$ cat config.mk
export PLATFORM = sky130hd
export DESIGN_NAME = channel_convolver
export DESIGN_NICKNAME = d
export VERILOG_FILES = /design/src/design/blur_pkg.sv /design/src/design/channel_convolver.sv
export SDC_FILE = /design/constraint.sdc
export NUM_CORES = 1
export LEC_CHECK = 0
export BUFFER_PORTS_ARGS = -buffer_cell sky130_fd_sc_hd__buf_4
export CAP_MARGIN = 20
export CORE_UTILIZATION = 40
export CTS_BUF_LIST = sky130_fd_sc_hd__clkbuf_4 sky130_fd_sc_hd__clkbuf_8
export CTS_CLUSTER_SIZE = 16
export DETAILED_ROUTE_END_ITERATION = 7
export MAX_ROUTING_LAYER = met4
export PLACE_DENSITY_LB_ADDON = 0.12
export RECOVER_POWER = 100
export SKIP_CTS_REPAIR_TIMING = 1
export SYNTH_ARGS = -nofsm -noshare
export SYNTH_HDL_FRONTEND = slang
export SYNTH_SLANG_ARGS = --single-unit
$ cat constraint.sdc
create_clock -name clk -period 5 [get_ports clk]
set_clock_uncertainty 0.2 [all_clocks]
set_input_delay 0.75 -clock clk [delete_from_list [all_inputs] [get_ports clk]]
set_output_delay 0.75 -clock clk [all_outputs]
set_load 0.01 [all_outputs]
$ cat src/design/blur_pkg.sv
package blur_pkg;

    // Pixel format, RGB444 packed as red, green, blue from the top bit down
    localparam int chan_w = 4;
    localparam int pix_w = 12;

    // Image geometry
    localparam int line_len = 320;
    localparam int max_k = 7;

    // 15 times the largest weight total (1920) fits in 11 bits
    localparam int sum_w = 11;

    // Weight table of the 7x7 kernel
    // The 3x3 and 5x5 kernels use its centered squares, with totals 32, 64 and 128
    localparam logic [2:0] kernel_weights [max_k][max_k] = '{
        '{2, 2, 3, 4, 3, 2, 2},
        '{2, 1, 2, 3, 2, 1, 2},
        '{3, 2, 3, 4, 3, 2, 3},
        '{4, 3, 4, 4, 4, 3, 4},
        '{3, 2, 3, 4, 3, 2, 3},
        '{2, 1, 2, 3, 2, 1, 2},
        '{2, 2, 3, 4, 3, 2, 2}
    };

    // Kernel selection, the value is also the kernel radius
    typedef enum logic [1:0] {
        mode_bypass,
        mode_k3,
        mode_k5,
        mode_k7
    } blur_mode_t;

    typedef struct packed {
        logic [chan_w-1:0] r;
        logic [chan_w-1:0] g;
        logic [chan_w-1:0] b;
    } rgb_t;

    // Raw word for the bypass path, channels for the blur path
    typedef union packed {
        logic [pix_w-1:0] raw;
        rgb_t             rgb;
    } pixel_u;

    // Control that travels with one accepted pixel
    typedef struct packed {
        logic       valid;
        logic       sop;
        logic       eop;
        blur_mode_t mode;
    } stream_ctrl_t;

    // Indexed [row][column], row 0 is the oldest line, column 6 the newest pixel
    typedef logic [max_k-1:0][max_k-1:0][chan_w-1:0] chan_window_t;

    typedef logic [sum_w-1:0] chan_sum_t;

endpackage

$ cat src/design/channel_convolver.sv
`timescale 1ns/10ps

module channel_convolver (
    input  logic                   clk,
    input  logic                   rst,
    input  blur_pkg::blur_mode_t   mode,
    input  blur_pkg::chan_window_t window,
    output blur_pkg::chan_sum_t    sum
);
    import blur_pkg::*;

    // Stage 1 results, the right three columns are held for stage 2
    chan_sum_t                         left_s1 [max_k];
    logic [max_k-1:0][2:0][chan_w-1:0] right_s1;
    // Stage 2 complete row sums
    chan_sum_t                         row_s2 [max_k];
    blur_mode_t                        mode_s1;
    blur_mode_t                        mode_s2;
    blur_mode_t                        mode_s3;
    chan_sum_t                         left_next [max_k];
    chan_sum_t                         row_next [max_k];
    chan_sum_t                         total_next;

    // True when a row or column index lies in the centered kernel of the mode
    function automatic logic in_kernel(input int idx, input blur_mode_t m);
        int radius;
        radius = int'(m);
        return (m != mode_bypass) && (idx >= max_k / 2 - radius)
            && (idx <= max_k / 2 + radius);
    endfunction

    function automatic chan_sum_t weighted(input logic [chan_w-1:0] pix, input int row,
                                           input int col, input blur_mode_t m);
        chan_sum_t product;
        product = '0;
        if (in_kernel(row, m) && in_kernel(col, m)) begin
            product = chan_sum_t'(pix) * chan_sum_t'(kernel_weights[row][col]);
        end
        return product;
    endfunction

    function automatic int weight_total(input blur_mode_t m);
        int total;
        total = 0;
        for (int r = 0; r < max_k; r++) begin
            for (int c = 0; c < max_k; c++) begin
                if (in_kernel(r, m) && in_kernel(c, m)) begin
                    total += int'(kernel_weights[r][c]);
                end
            end
        end
        return total;
    endfunction

    // Left four columns of every row
    always_comb begin
        for (int r = 0; r < max_k; r++) begin
            left_next[r] = '0;
            for (int c = 0; c < 4; c++) begin
                left_next[r] += weighted(window[r][c], r, c, mode);
            end
        end
    end

    // Right three columns complete each row
    always_comb begin
        for (int r = 0; r < max_k; r++) begin
            row_next[r] = left_s1[r];
            for (int k = 0; k < 3; k++) begin
                row_next[r] += weighted(right_s1[r][k], r, 4 + k, mode_s1);
            end
        end
    end

    always_comb begin
        total_next = '0;
        for (int r = 0; r < max_k; r++) begin
            total_next += row_s2[r];
        end
    end

    always_ff @(posedge clk) begin
        if (rst) begin
            mode_s1 <= mode_bypass;
            mode_s2 <= mode_bypass;
            mode_s3 <= mode_bypass;
        end else begin
            mode_s1 <= mode;
            mode_s2 <= mode_s1;
            mode_s3 <= mode_s2;
        end
    end

    always_ff @(posedge clk) begin
        left_s1 <= left_next;
        for (int r = 0; r < max_k; r++) begin
            right_s1[r] <= window[r][max_k-1:4];
        end
        row_s2 <= row_next;
        sum    <= total_next;
    end

    // Sum bounded by the brightest channel times the weights of its own mode
    a_sum_bound: assert property (@(posedge clk) disable iff (rst)
        int'(sum) <= ((1 << chan_w) - 1) * weight_total(mode_s3));

endmodule

==> results.md <==
Layout:
- Once layout is complete, the utilization of the core stands at 0.4972.
- The most common cell after layout, fill and taps aside is sky130_fd_sc_hd__inv_1.
- The number of nets in the final layout is 2,270.
- After filler insertion, the fill cell instance count of the layout stands at around 3,400.
- The area growth from synthesis to layout is 22.68%.
- In the layout the commonest cells are sky130_fd_sc_hd__inv_1, sky130_fd_sc_hd__dfxtp_1, sky130_fd_sc_hd__ha_1, sky130_fd_sc_hd__fa_1, sky130_fd_sc_hd__buf_4.
- In the final layout, the share of cells above drive strength 1 is 0.1686.

STA:
- Of the available clock period, the critical path in the final layout requires 0.8855.
- The post-layout worst setup margin is roughly 0.57 ns.
- The setup TNS after final layout is 0 ns.
- At the pin with the least slew margin, the transition time is 0.9215 ns.
- The number of max-slew violations in the final report is 0.
- The post-layout minimum cycle time is 4.428 ns.
- The number of setup violations in the final report is 0.
- The tightest slew margin relative to the limit is 0.3857.
- Setup repair after global routing left no endpoint under its margin.
- Static timing analysis puts the maximum clock frequency at around 230 MHz.
- The final hold violation count is 0.

Worst setup path:
- The cell count of the worst reg-to-reg path is 15.
- The delay of the slowest cell on the worst path is around 0.52 ns.
- The capture point of the worst reg-to-reg path is row_s2[41].
- The worst setup path is of the in2reg kind.
- The launching point of the worst reg2reg path is mode_s1[0].
- The slowest stage cell on the critical path is sky130_fd_sc_hd__fa_1.
- The data required time at the worst endpoint is between 5 and 6 ns.
- The largest fanout on the critical path is 15.
- The kind of end point of the critical path is a flip-flop.
- Data on the critical path arrives at its endpoint at 4.68 ns.
- Across all register-to-register paths, the minimum setup slack is approximately 0.66 ns.
- The type of origin of the critical path is an input port.
- The critical path goes through clkbuf_1 > inv_1 > ha_1 > o21bai_1 > a31oi_1 > clkbuf_1 > nand2_1 > fa_1 > inv_1 > fa_1 > ha_1 > a21o_1 > a21oi_1 > nor2b_1 > o21ai_0 > nand2b_1.

GRT:
- For this run, the total global-route usage over all layers was measured as 0.1792.
- The initial antenna violation count is 2.
- Summed over all layers, the global routing overflow is 0.
- The via count of the first global-routing pass came to around 10,000.
- Entering global routing, the biggest net connects 29 pins.
- The global-route wire length before repair is between 50,000 and 60,000 um.

CTS:
- Clock tree synthesis inserted a total of 42 buffers.
- TritonCTS built the clock tree.
- Clock-pin slew was measured on the worst setup and hold paths at about 0.06 ns.
- The cell sitting at the root of the clock tree is a sky130_fd_sc_hd__clkbuf_8.
- The clock latency of the later-clocked register in the worst-skew pair is 0.61 ns.
- Counting along the longest clock path gives a buffer depth of 3.
- CTS built an H-tree with a depth of 2.
- The clock drives about 220 sinks.

Die:
- The initial cell density of the core is 0.4053.
- The region available for standard cell placement spans roughly 0.036 mm^2.
- The vertical die dimension is ~190 um.
- The floorplan step defined a die boundary enclosing between 0.03 and 0.04 mm^2.
- The die span in x is 194.1 um.
- Row generation in the floorplan step produced 70 rows.
- around 210 I/O pins were placed.

Place:
- The post-placement setup slack is about 0.54 ns.
- The count of buffers from port buffering is 210.
- The final weighted congestion in routability-driven placement is about 0.83.
- Summed over all nets, the half-perimeter wirelength after detailed placement is 26,800 um.

Logic synthesis:
- The sequential cell area fraction in the yosys report is 0.2928.
- The synthesized instance count is 1,417.
- The number of nets in the synthesized netlist is 1,997.
- The number of distinct library cells after synthesis is 38.
- The number of synthesized flops with an enable pin is 0.
- The share of flip-flops with an asynchronous set or reset after synthesis is 0.
- During synthesis, Yosys emitted a total of 0 warnings.
- The most used flip-flop cell after synthesis is sky130_fd_sc_hd__dfxtp_1.
- The mean post-synth cell area is around 10 um^2.
- Counting flops and latches in the post-synthesis netlist gives 216.
- The area of the mapped netlist is ~0.015 mm^2.

Pwr:
- Dividing total power by cell area gives a power density of roughly 630 mW/mm^2.
- The standby leakage power is between 9 and 10 nW.
- The worst-case vdd ir drop is between 0.0008 and 0.0009 V.

Routing:
- In the final routed layout, each cell accounts on average for between 10 and 15 um.
- The pre-antenna-repair detailed-routing pass consisted of 4 iterations.
- The antenna violation net count after detailed routing is 0.
- The routed design has between 30,000 and 40,000 um of wire.
- Detailed routing inserted a total of 9,468 vias.
- For this run, design rule violations remaining after detail routing come to 0.
- The via count normalized by instance count is approximately 4.3.
- The DRC marker count from the first detailed-route iteration is between 150 and 200.

Run status:
- The flow ran to the end, and the final reports show no timing, DRC or antenna violations.

Hold path:
- Along the worst hold path, the cell count comes to 1.
- The worst hold path belongs to the class in2reg.
- In this run the most critical hold path is launched from window[79].
- For hold timing, the worst endpoint is right_s1[31].

Flow run:
- Across the run, the number of max-cap violations was 0.
## flip-flops by register name, indices dropped and copies added (netlist names)
signal and flops:
sum 11, left_s1 56, right_s1 84, mode_s1 2
row_s2 63
## synth_stat cells (2+ instances only)
master | count | share of area
sky130_fd_sc_hd__ha_1 | 196 | 0.17
sky130_fd_sc_hd__a21oi_1 | 61 | 0.021
sky130_fd_sc_hd__o21ai_0 | 13 | 0.0044
sky130_fd_sc_hd__and3_1 | 5 | 0.0021
sky130_fd_sc_hd__nand3_1 | 2 | 0.00068
sky130_fd_sc_hd__xnor2_1 | 56 | 0.033
sky130_fd_sc_hd__nor2_1 | 44 | 0.011
sky130_fd_sc_hd__nand2_1 | 77 | 0.020
sky130_fd_sc_hd__a21oi_2 | 2 | 0.0012
sky130_fd_sc_hd__clkbuf_1 | 15 | 0.0038
sky130_fd_sc_hd__fa_1 | 184 | 0.25
sky130_fd_sc_hd__a211oi_2 | 2 | 0.0017
sky130_fd_sc_hd__inv_1 | 295 | 0.075
sky130_fd_sc_hd__or3_1 | 2 | 0.00085
sky130_fd_sc_hd__nand2b_1 | 19 | 0.0080
sky130_fd_sc_hd__or2_2 | 3 | 0.0013
sky130_fd_sc_hd__and2_1 | 81 | 0.034
sky130_fd_sc_hd__nor2b_1 | 41 | 0.017
sky130_fd_sc_hd__o21bai_1 | 15 | 0.0076
sky130_fd_sc_hd__xor2_1 | 25 | 0.015
sky130_fd_sc_hd__dfxtp_1 | 216 | 0.29
sky130_fd_sc_hd__o21a_1 | 6 | 0.0031
sky130_fd_sc_hd__nor3_1 | 6 | 0.0020
sky130_fd_sc_hd__and3b_1 | 5 | 0.0030
sky130_fd_sc_hd__a21o_1 | 33 | 0.017
## worst max path at each step
| stage | slack (ns) | from | to |
|---|---|---|---|
| 3_5_place_dp | 0.54 | mode[0] | left_s1[18] |
| 4_1_cts | 0.73 | row_s2[5] | sum[8] |
| 6_report | 0.57 | mode[0] | left_s1[51] |
| 3_3_place_gp | 0.65 | mode[0] | left_s1[17] |
| 5_1_grt | 0.28 | mode[0] | left_s1[51] |
| 2_1_floorplan | 0.76 | mode[0] | left_s1[17] |
## per-stage QoR
stage               hold slack (ns)  power [mW]  std cells  instance area [um^2]
CTS                        -0.01490       11.95       2166                 17990
detailed placement           0.2482       9.761       2092                 16980
finish                      0.06499       11.49       2189                 18120
global placement             0.2398       9.679       2092                 16980
floorplan                    0.2277       8.203       1417                 14770
global route                0.02315       12.80       2189                 18120
## area by class of cell
cell class	count	area (um^2)	share of cell area
Clock inverter	12	231.5	0.01278
Antenna cell	1	2.502	0.0001381
Clock buffer	62	784.5	0.04330
Sequential cell	216	4324	0.2387
Inverter	295	1107	0.06112
Multi-Input combinational cell	890	9254	0.5108
Tap cell	468	585.6	0.03232
Timing Repair Buffer	245	1827	0.1008
## routing by layer
layer,global-route usage,routed length [um],up-vias
li1,-,-,4878
met4,0.04292,457,0
met3,0.03879,1352,35
met1,0.2276,14610,4409
met2,0.2910,14840,146
met5,-,0,-
## where the power goes
part / leakage [nW] / switching (mW) / total (mW) / internal [mW]
Sequential: 1.81 / 0.163 / 2.39 / 2.23
Clock: 0.526 / 0.782 / 2.10 / 1.32
Combinational: 7.13 / 3.72 / 7.00 / 3.28
Total: 9.47 / 4.66 / 11.5 / 6.83
## worst max-delay path: cells and delay by family
family | cells | cell delay (ns)
compound gates | 5 | 1.07
buf+inv | 4 | 0.93
fa+ha+maj | 4 | 1.62
simple gates | 3 | 0.29
## cells by family (layout without fill, tap and decap cells)
logic type | after synthesis | count (layout) | synth area share
adder cells (fa/ha/maj) | 380 | 380 | 0.4155
buffers and inverters | 311 | 614 | 0.07914
AND/OR/NAND/NOR | 290 | 290 | 0.1031
flip-flops | 216 | 216 | 0.2928
AO/OA/AOI/OAI | 139 | 139 | 0.06135
XOR/XNOR | 81 | 81 | 0.04804
other | 0 | 1 | 0
Note: power is estimated with default switching activity, not from simulation.
