$ cat config.mk
export PLATFORM = sky130hd
export DESIGN_NAME = pixel_normalizer
export DESIGN_NICKNAME = d
export VERILOG_FILES = /design/src/design/blur_pkg.sv /design/src/design/pixel_normalizer.sv
export SDC_FILE = /design/constraint.sdc
export NUM_CORES = 1
export LEC_CHECK = 0
export BUFFER_PORTS_ARGS = -buffer_cell sky130_fd_sc_hd__buf_2
export CAP_MARGIN = 20
export CORE_MARGIN = 2
export CORE_UTILIZATION = 48
export CTS_CLUSTER_SIZE = 8
export DETAILED_ROUTE_END_ITERATION = 10
export PLACE_DENSITY = 0.77
export SLEW_MARGIN = 30
export SYNTH_ARGS = -nofsm -noshare
export SYNTH_HDL_FRONTEND = slang
export SYNTH_SLANG_ARGS = --single-unit
$ cat constraint.sdc
create_clock -name clk -period 1.5 [get_ports clk]
set_input_delay 0.075 -clock clk [delete_from_list [all_inputs] [get_ports clk]]
set_output_delay 0.075 -clock clk [all_outputs]
set_load 0.01 [all_outputs]
$ cat src/design/blur_pkg.sv
package blur_pkg;

    // Pixel format, RGB444 packed as red, green, blue from the top bit down
    localparam int chan_w = 4;
    localparam int pix_w = 12;

    // Image geometry
    localparam int line_len = 320;
    localparam int max_k = 7;

    // 15 times the largest weight total (1920) fits in 11 bits
    localparam int sum_w = 11;

    // Weight table of the 7x7 kernel
    // The 3x3 and 5x5 kernels use its centered squares, with totals 32, 64 and 128
    localparam logic [2:0] kernel_weights [max_k][max_k] = '{
        '{2, 2, 3, 4, 3, 2, 2},
        '{2, 1, 2, 3, 2, 1, 2},
        '{3, 2, 3, 4, 3, 2, 3},
        '{4, 3, 4, 4, 4, 3, 4},
        '{3, 2, 3, 4, 3, 2, 3},
        '{2, 1, 2, 3, 2, 1, 2},
        '{2, 2, 3, 4, 3, 2, 2}
    };

    // Kernel selection, the value is also the kernel radius
    typedef enum logic [1:0] {
        mode_bypass,
        mode_k3,
        mode_k5,
        mode_k7
    } blur_mode_t;

    typedef struct packed {
        logic [chan_w-1:0] r;
        logic [chan_w-1:0] g;
        logic [chan_w-1:0] b;
    } rgb_t;

    // Raw word for the bypass path, channels for the blur path
    typedef union packed {
        logic [pix_w-1:0] raw;
        rgb_t             rgb;
    } pixel_u;

    // Control that travels with one accepted pixel
    typedef struct packed {
        logic       valid;
        logic       sop;
        logic       eop;
        blur_mode_t mode;
    } stream_ctrl_t;

    // Indexed [row][column], row 0 is the oldest line, column 6 the newest pixel
    typedef logic [max_k-1:0][max_k-1:0][chan_w-1:0] chan_window_t;

    typedef logic [sum_w-1:0] chan_sum_t;

endpackage

$ cat src/design/pixel_normalizer.sv
`timescale 1ns/10ps

module pixel_normalizer (
    input  logic                   clk,
    input  logic                   rst,
    input  blur_pkg::stream_ctrl_t win_ctrl,
    input  blur_pkg::pixel_u       win_pixel,
    input  blur_pkg::chan_sum_t    sum_r,
    input  blur_pkg::chan_sum_t    sum_g,
    input  blur_pkg::chan_sum_t    sum_b,
    output logic                   valid_out,
    output logic                   sop_out,
    output logic                   eop_out,
    output blur_pkg::pixel_u       pixel_out
);
    import blur_pkg::*;

    // Three stages to line up with the convolver pipeline
    stream_ctrl_t ctrl_d [3];
    pixel_u       pix_d [3];
    pixel_u       blur_pix;

    // Divide by the weight total of the kernel, 32, 64 or 128
    function automatic logic [chan_w-1:0] normalize(input chan_sum_t s, input blur_mode_t m);
        chan_sum_t shifted;
        case (m)
            mode_k3: shifted = s >> 5;
            mode_k5: shifted = s >> 6;
            default: shifted = s >> 7;
        endcase
        return shifted[chan_w-1:0];
    endfunction

    always_comb begin
        blur_pix.rgb.r = normalize(sum_r, ctrl_d[2].mode);
        blur_pix.rgb.g = normalize(sum_g, ctrl_d[2].mode);
        blur_pix.rgb.b = normalize(sum_b, ctrl_d[2].mode);
    end

    always_ff @(posedge clk) begin
        if (rst) begin
            for (int i = 0; i < 3; i++) begin
                ctrl_d[i] <= '0;
            end
            valid_out <= 1'b0;
            sop_out   <= 1'b0;
            eop_out   <= 1'b0;
        end else begin
            ctrl_d[0] <= win_ctrl;
            ctrl_d[1] <= ctrl_d[0];
            ctrl_d[2] <= ctrl_d[1];
            valid_out <= ctrl_d[2].valid;
            sop_out   <= ctrl_d[2].valid && ctrl_d[2].sop;
            eop_out   <= ctrl_d[2].valid && ctrl_d[2].eop;
        end
    end

    always_ff @(posedge clk) begin
        pix_d[0] <= win_pixel;
        pix_d[1] <= pix_d[0];
        pix_d[2] <= pix_d[1];
        // Bypass passes the raw word untouched
        if (ctrl_d[2].mode == mode_bypass) begin
            pixel_out.raw <= pix_d[2].raw;
        end else begin
            pixel_out <= blur_pix;
        end
    end

    // Packet markers only on a valid beat
    a_marker_valid: assert property (@(posedge clk) disable iff (rst)
        (sop_out || eop_out) |-> valid_out);

endmodule

==> results of run 1 <==
worst reg2reg max path, cell delays in order (launching register included):
cell and delay [ns]:
dfxtp_1 0.34, inv_1 0.06, ha_1 0.30, buf_4 0.22
a221oi_2 0.30, nor3_2 0.08
path summary, 6_finish.rpt:
kind | from | end | slack (ns) | cells after the start
worst min-delay path | sum_g[10] | pixel_out[7] | 0.01 | 3
worst max-delay path | ctrl_d[0][10] | pixel_out[3] | 0.10 | 5
worst max register to register | ctrl_d[0][10] | pixel_out[3] | 0.10 | 5
worst min register to register | pix_d[0][3] | pix_d[0][15] | 0.32 | 0
per-stage QoR:
step | instances | hold slack, ns | util (%)
global route | 277 | 0.00339 | 66.3
finish | 277 | 0.0136 | 66.3
detailed placement | 243 | 0.179 | 56.6
CTS | 277 | 0.00124 | 66.2
floorplan | 145 | 0.103 | -
global placement | 243 | 0.177 | 56.6
Yosys cell counts (all sizes together):
master and number:
dfxtp 66, nor2b 28, nor3 24, a221oi 12, buf 5, ha 3, and2 2, inv 2
bufbuf 1, dlymetal6s2s 1, nand2b 1
cell type report:
class,count,area share (%)
clock buffers,10,5.19
clock inverters,6,2.50
inverters,2,0.283
multi-input cells,70,22.3
flip-flops and latches,66,49.8
well taps,50,2.36
repair buffers,73,17.5
state kept, by name, summed over array words and instances (netlist names):
signal,flops
pix_d,36
ctrl_d,15
pixel_out,12
eop_out,1
sop_out,1
valid_out,1
cell families after synthesis:
family | after synthesis | share of synthesized area, %
fa+ha+maj | 3 | 1.88
buf+inv | 9 | 4.27
compound gates | 12 | 8.41
flops | 66 | 66.3
simple gates | 55 | 19.1
metal layers:
layer  up-vias  routed length, um
met4         0                 36
li1        650                  -
met3         4                296
met1       581               1320
met2        47               1710
met5         -                  0
power breakdown:
| part | switching, W | internal [W] | total [W] |
|---|---|---|---|
| clock | 0.000645 | 0.000811 | 0.00146 |
| sequential | 0.0000234 | 0.00185 | 0.00187 |
| combinational | 0.000113 | 0.000133 | 0.000246 |
| total | 0.000781 | 0.00279 | 0.00357 |
timing repair:
item                                    4_1_cts  5_1_grt
hold buffers                                 18        0
endpoints found under the hold margin        18        0
setup buffers                                 0        0
endpoints found under the setup margin        0        1
gates resized for setup                       0        1
placed cells by master, fill, tap and decap left out:
master / netlist / routed
a221oi_1: 2 / 1
buf_2: 3 / 51
nor2b_1: 24 / 24
buf_4: 0 / 4
nand2b_4: 1 / 1
nor2b_2: 4 / 4
nor3_1: 14 / 14
clkinvlp_4: 0 / 3
a221oi_2: 10 / 11
clkinv_4: 0 / 1
and2_1: 2 / 2
clkinv_2: 0 / 1
ha_1: 3 / 3
inv_1: 2 / 2
clkbuf_8: 0 / 10
dfxtp_1: 66 / 66
dlygate4sd3_1: 0 / 18
bufinv_16: 0 / 1
nor3_2: 10 / 10
==> metrics.yaml, run 1 <==
status: "completed"
post_dp_cell_area_sq_um: 2260
clockBufferDepth: 2
tns_ns: 0
insertion_delay_ns: 0.33
max_freq_mhz: 715
cts_root_buf: "clkbuf_8"
skew_ns: 0.00559
post-route-min-period_ns: 1.40
dieArea_sq_um: 4680
finalNetCount: 277
design_area_sq_um: 2650
top_usage_layer: "met2"
setup_viol: 0
endpoint_kind: "flip-flop"
multi_input_area_sq_um: 593
vias: 1282
grt_pass1_wl_um: 5410
yosysTopAreaCell: "dfxtp_1"
powerDensity_nw_per_um2: 1350
synthDominantCellAreaShare_pct: 66.3
fill_cells: 316
numCtsBuffers: 9
first_pass_iters: 4
hpwl_um: 2310
ctsHtreeMaxLevel: 3
path_delay_family: "flip-flops"
synth_seq_cells: 66
yosysSeqAreaShare_pct: 66.3
clock-sinks: 66
grt_usage_pct: 16.7
start_util_pct: 49.8
worst_ep_required_time_ns: 1.72
clkSlewWorstSetupHoldPaths_ns: 0.07
totalPowerFinal_w: 0.00357
tritoncts: "done"
gr-total-overflow: 0
wl_per_cell_um: 12.1
path_buf_inv: 2
layout-drive-gt1-share_pct: 42.7
drv_slew: 0
syn_avg_cell_area_sq_um: 13.7
die_y_um: 68.4
routed_wl_um: 3360
vdd_ir_drop_max_v: 0.000764
power_leakage_nw: 1.17
ant_nets: 0
yosysWarnings: 0
cp_max_fo: 7
globalRouteMet1Util_pct: 17.8
rsz0062_at_grt: "no"
fin_crit_sh_pct: 93.2
area_growth_pct: 33.1
n_antenna_cell: 0
cpMaxStageDelayCell: "dfxtp_1"
place_ws_ns: 0.0914
critical_path_arrival_ns: 1.62
cap_violations: 0
grt_pass1_vias: 1234
gr-usage-met2_pct: 26.8
syn-cell-area_sq_um: 1990
synth_cell_types: 16
vias_per_cell: 4.63
worstMarginPinSlew_ns: 0.310
rows: 23
drcViolationCount: 0
ff_latch_area_sq_um: 1320
hold_viol_final: 0
drt_iter0_drc: 56
relSlewSlack_pct: 79.3
syn_inst: 145
io_buffers: 51
grt_start_max_net_pins: 25
max_stage_delay_ns: 0.34
path_class: "flip-flop to flip-flop"
hp-class: "input pin to flip-flop"
setup_ws_ns: 0.101
synth_nets: 200
use_met3_pct: 7.89
grt_antenna_before_repair: 0
place.gp.congestion: 0.729
synth.area.top_cells: "dfxtp_1 66%, a221oi_2 7.5%, nor2b_1 7.5%, nor3_2 5.0%, nor3_1 3.5%"
ios: 67
crit_path_start_kind: "flip-flop"
core_sq_um: 4000
die_w_um: 68.4
worstPathCellList: "inv_1 -> ha_1 -> buf_4 -> a221oi_2 -> nor3_2"
Power figures use the tool's default switching activity.
==> run 2: changes to the inputs <==
--- a/config.mk
+++ b/config.mk
@@ -8,10 +8,9 @@
 export BUFFER_PORTS_ARGS = -buffer_cell sky130_fd_sc_hd__buf_2
 export CAP_MARGIN = 20
 export CORE_MARGIN = 2
-export CORE_UTILIZATION = 48
+export CORE_UTILIZATION = 28
 export CTS_CLUSTER_SIZE = 8
 export DETAILED_ROUTE_END_ITERATION = 10
-export PLACE_DENSITY = 0.77
 export SLEW_MARGIN = 30
 export SYNTH_ARGS = -nofsm -noshare
 export SYNTH_HDL_FRONTEND = slang
==> metrics.yaml, run 2 (synthesized netlist as in run 1, its figures left out) <==
vdd_ir_drop_max_v: 0.000434  # -43%
clockPowerShare_pct: 39.4  # -1.3 points
clock-sinks: 66  # unchanged
place.gp.congestion: 0.801  # +10%
largest_reg_flops: 36  # unchanged
gr-total-overflow: 0  # unchanged
p_comb_share_pct: 7.1  # +0.2 points
drv_slew: 0  # unchanged
status: "completed"
worstPathCellList: "inv_1 -> ha_1 -> buf_4 -> nor3_1 -> nor3_2"
grt_pass1_wl_um: 5160  # -4.6%
layout-drive-gt1-share_pct: 41.7  # -1.1 points
p_seq_share_pct: 53.5  # +1.1 points
die_w_um: 88.4  # +29%
path_buf_inv: 2  # unchanged
mostFrequentLayoutCell: "dfxtp_1"
r2r_slack_ns: 0.11  # about the same
routed_wl_um: 3340  # -0.71%
grt_usage_pct: 9.31  # -7.4 points
area_growth_pct: 35.5
numCtsBuffers: 9  # unchanged
ctsHtreeMaxLevel: 3  # unchanged
fill_cells: 704  # +120%
powerDensity_nw_per_um2: 1290  # -3.9%
n_antenna_cell: 0  # unchanged
hpwl_um: 2260  # -1.9%
post-route-min-period_ns: 1.39  # -0.0123 ns
clkSlewWorstSetupHoldPaths_ns: 0.07  # about the same
p_switching_w: 0.000758  # -2.9%
die_y_um: 88.4  # +29%
drt_iter0_drc: 40  # -29%
fin_crit_sh_pct: 92.4  # -0.82 points
worst_ep_required_time_ns: 1.73  # about the same
ant_nets: 0  # unchanged
max_freq_mhz: 721  # +0.89%
vias: 1257  # -2.0%
rsz0062_at_grt: "no"
tns_ns: 0  # unchanged
largestRegisters: "pix_d (36), ctrl_d (15), pixel_out (12)"
clockBufferDepth: 2  # unchanged
hp-class: "input pin to flip-flop"
dieArea_sq_um: 7810  # +67%
worstMarginPinSlew_ns: 0.358  # +0.0478 ns
finalNetCount: 278  # +0.36%
power_leakage_nw: 1.17  # -0.11%
post_cts_buffers: 0  # unchanged
largest-register: "pix_d"
wl_per_cell_um: 10.3  # -15%
endpoint_kind: "flip-flop"
p_int_w: 0.00274  # -1.9%
core_sq_um: 6830  # +71%
p_sw_share_pct: 21.7  # -0.18 points
insertion_delay_ns: 0.33  # about the same
layout_common_cells: "66 x dfxtp_1, 51 x buf_2, 24 x nor2b_1"
tritoncts: "done"
rows: 30  # +30%
crit_path_start_kind: "flip-flop"
path_delay_family: "flip-flops"
path_class: "flip-flop to flip-flop"
vias_per_cell: 3.88  # -16%
grt_antenna_before_repair: 0  # unchanged
relSlewSlack_pct: 76.2  # -3.2 points
setup_viol: 0  # unchanged
ios: 67  # unchanged
critical_path_arrival_ns: 1.61  # about the same
max_stage_delay_ns: 0.34  # about the same
first_pass_iters: 4  # unchanged
io_buffers: 51  # unchanged
cap_violations: 0  # unchanged
hold_viol_final: 0  # unchanged
cts_root_buf: "clkbuf_8"
cp_max_fo: 12  # +5
hold_ws_ns: 0.0152  # +0.00160 ns
grt_start_max_net_pins: 25  # unchanged
skew_ns: 0.00353  # -0.00205 ns
cpMaxStageDelayCell: "dfxtp_1"
grt_pass1_vias: 1182  # -4.2%
start_util_pct: 29.2  # -21 points
drcViolationCount: 0  # unchanged
final_util_pct: 39.5  # -27 points
-- run 2: cell count changes in the layout (fill, tap and decap cells not counted) --
cell	delta
ha_1	-1
ha_2	+1
clkinvlp_4	-2
a221oi_2	-1
clkbuf_1	+1
clkinv_4	-1
a221oi_1	+1
clkbuf_8	-1
clkinv_2	+3
buf_4	-1
dlygate4sd3_1	+2
-- run 2: power groups by stage --
stage,Clock [W],Sequential [W],Combinational [W]
6_report,0.00138,0.00187,0.000249
5_1_grt,0.00151,0.00188,0.000272
4_1_cts,0.00143,0.00187,0.000251
3_5_place_dp,0,0.00191,0.000210
3_3_place_gp,0,0.00191,0.000207
2_1_floorplan,0,0.00192,0.0000937
-- run 2: path summary, 6_finish.rpt --
check,from,to,cells after the start
hold reg to reg,pix_d[0][22],pix_d[0][34],0
setup reg to reg,ctrl_d[0][10],pixel_out[4],5
setup / recovery,ctrl_d[0][10],pixel_out[4],5
hold / removal,sum_g[9],pixel_out[6],3
-- run 2: timing repair --
action	4_1_cts	5_1_grt
endpoints found under the hold margin	20	0
setup endpoints to repair	0	3
gates resized for setup	0	1
hold buffers	20	0
-- run 2: cell type report --
class                      instances  area, sq um  area share, %
clock buffer                      10          128           4.72
clock inverter                     6         57.6           2.13
inverter                           2         7.51          0.278
multi-input combinational         70          589           21.8
sequential                        66         1320           48.9
tap                               96          120           4.45
timing repair buffer              74          478           17.7
-- run 2: tightest hold or removal path, delay by kind of cell --
| kind | cells | cell delay (ns) |
|---|---|---|
| and+or+nand+nor | 2 | 0.13 |
| buffers and inverters | 1 | 0.10 |
-- run 2: layer usage --
| layer | track usage (%) | up-vias | wire length (um) |
|---|---|---|---|
| met5 | 0 | - | 0 |
| met3 | 4.85 | 13 | 233 |
| met1 | 10.0 | 553 | 1500 |
| met2 | 13.4 | 38 | 1490 |
| met4 | 7.99 | 0 | 111 |
| li1 | - | 653 | - |
-- run 2: stage by stage --
stage / cells / cell area [sq um] / worst slack, ns / total power [W]
after global routing: 324 / 2700 / 0.0217 / 0.00366
after CTS: 324 / 2700 / 0.0706 / 0.00356
final: 324 / 2700 / 0.114 / 0.00350
after floorplan: 145 / 1990 / 0.210 / 0.00202
after detailed placement: 288 / 2310 / 0.0881 / 0.00212
after global placement: 288 / 2310 / 0.110 / 0.00212
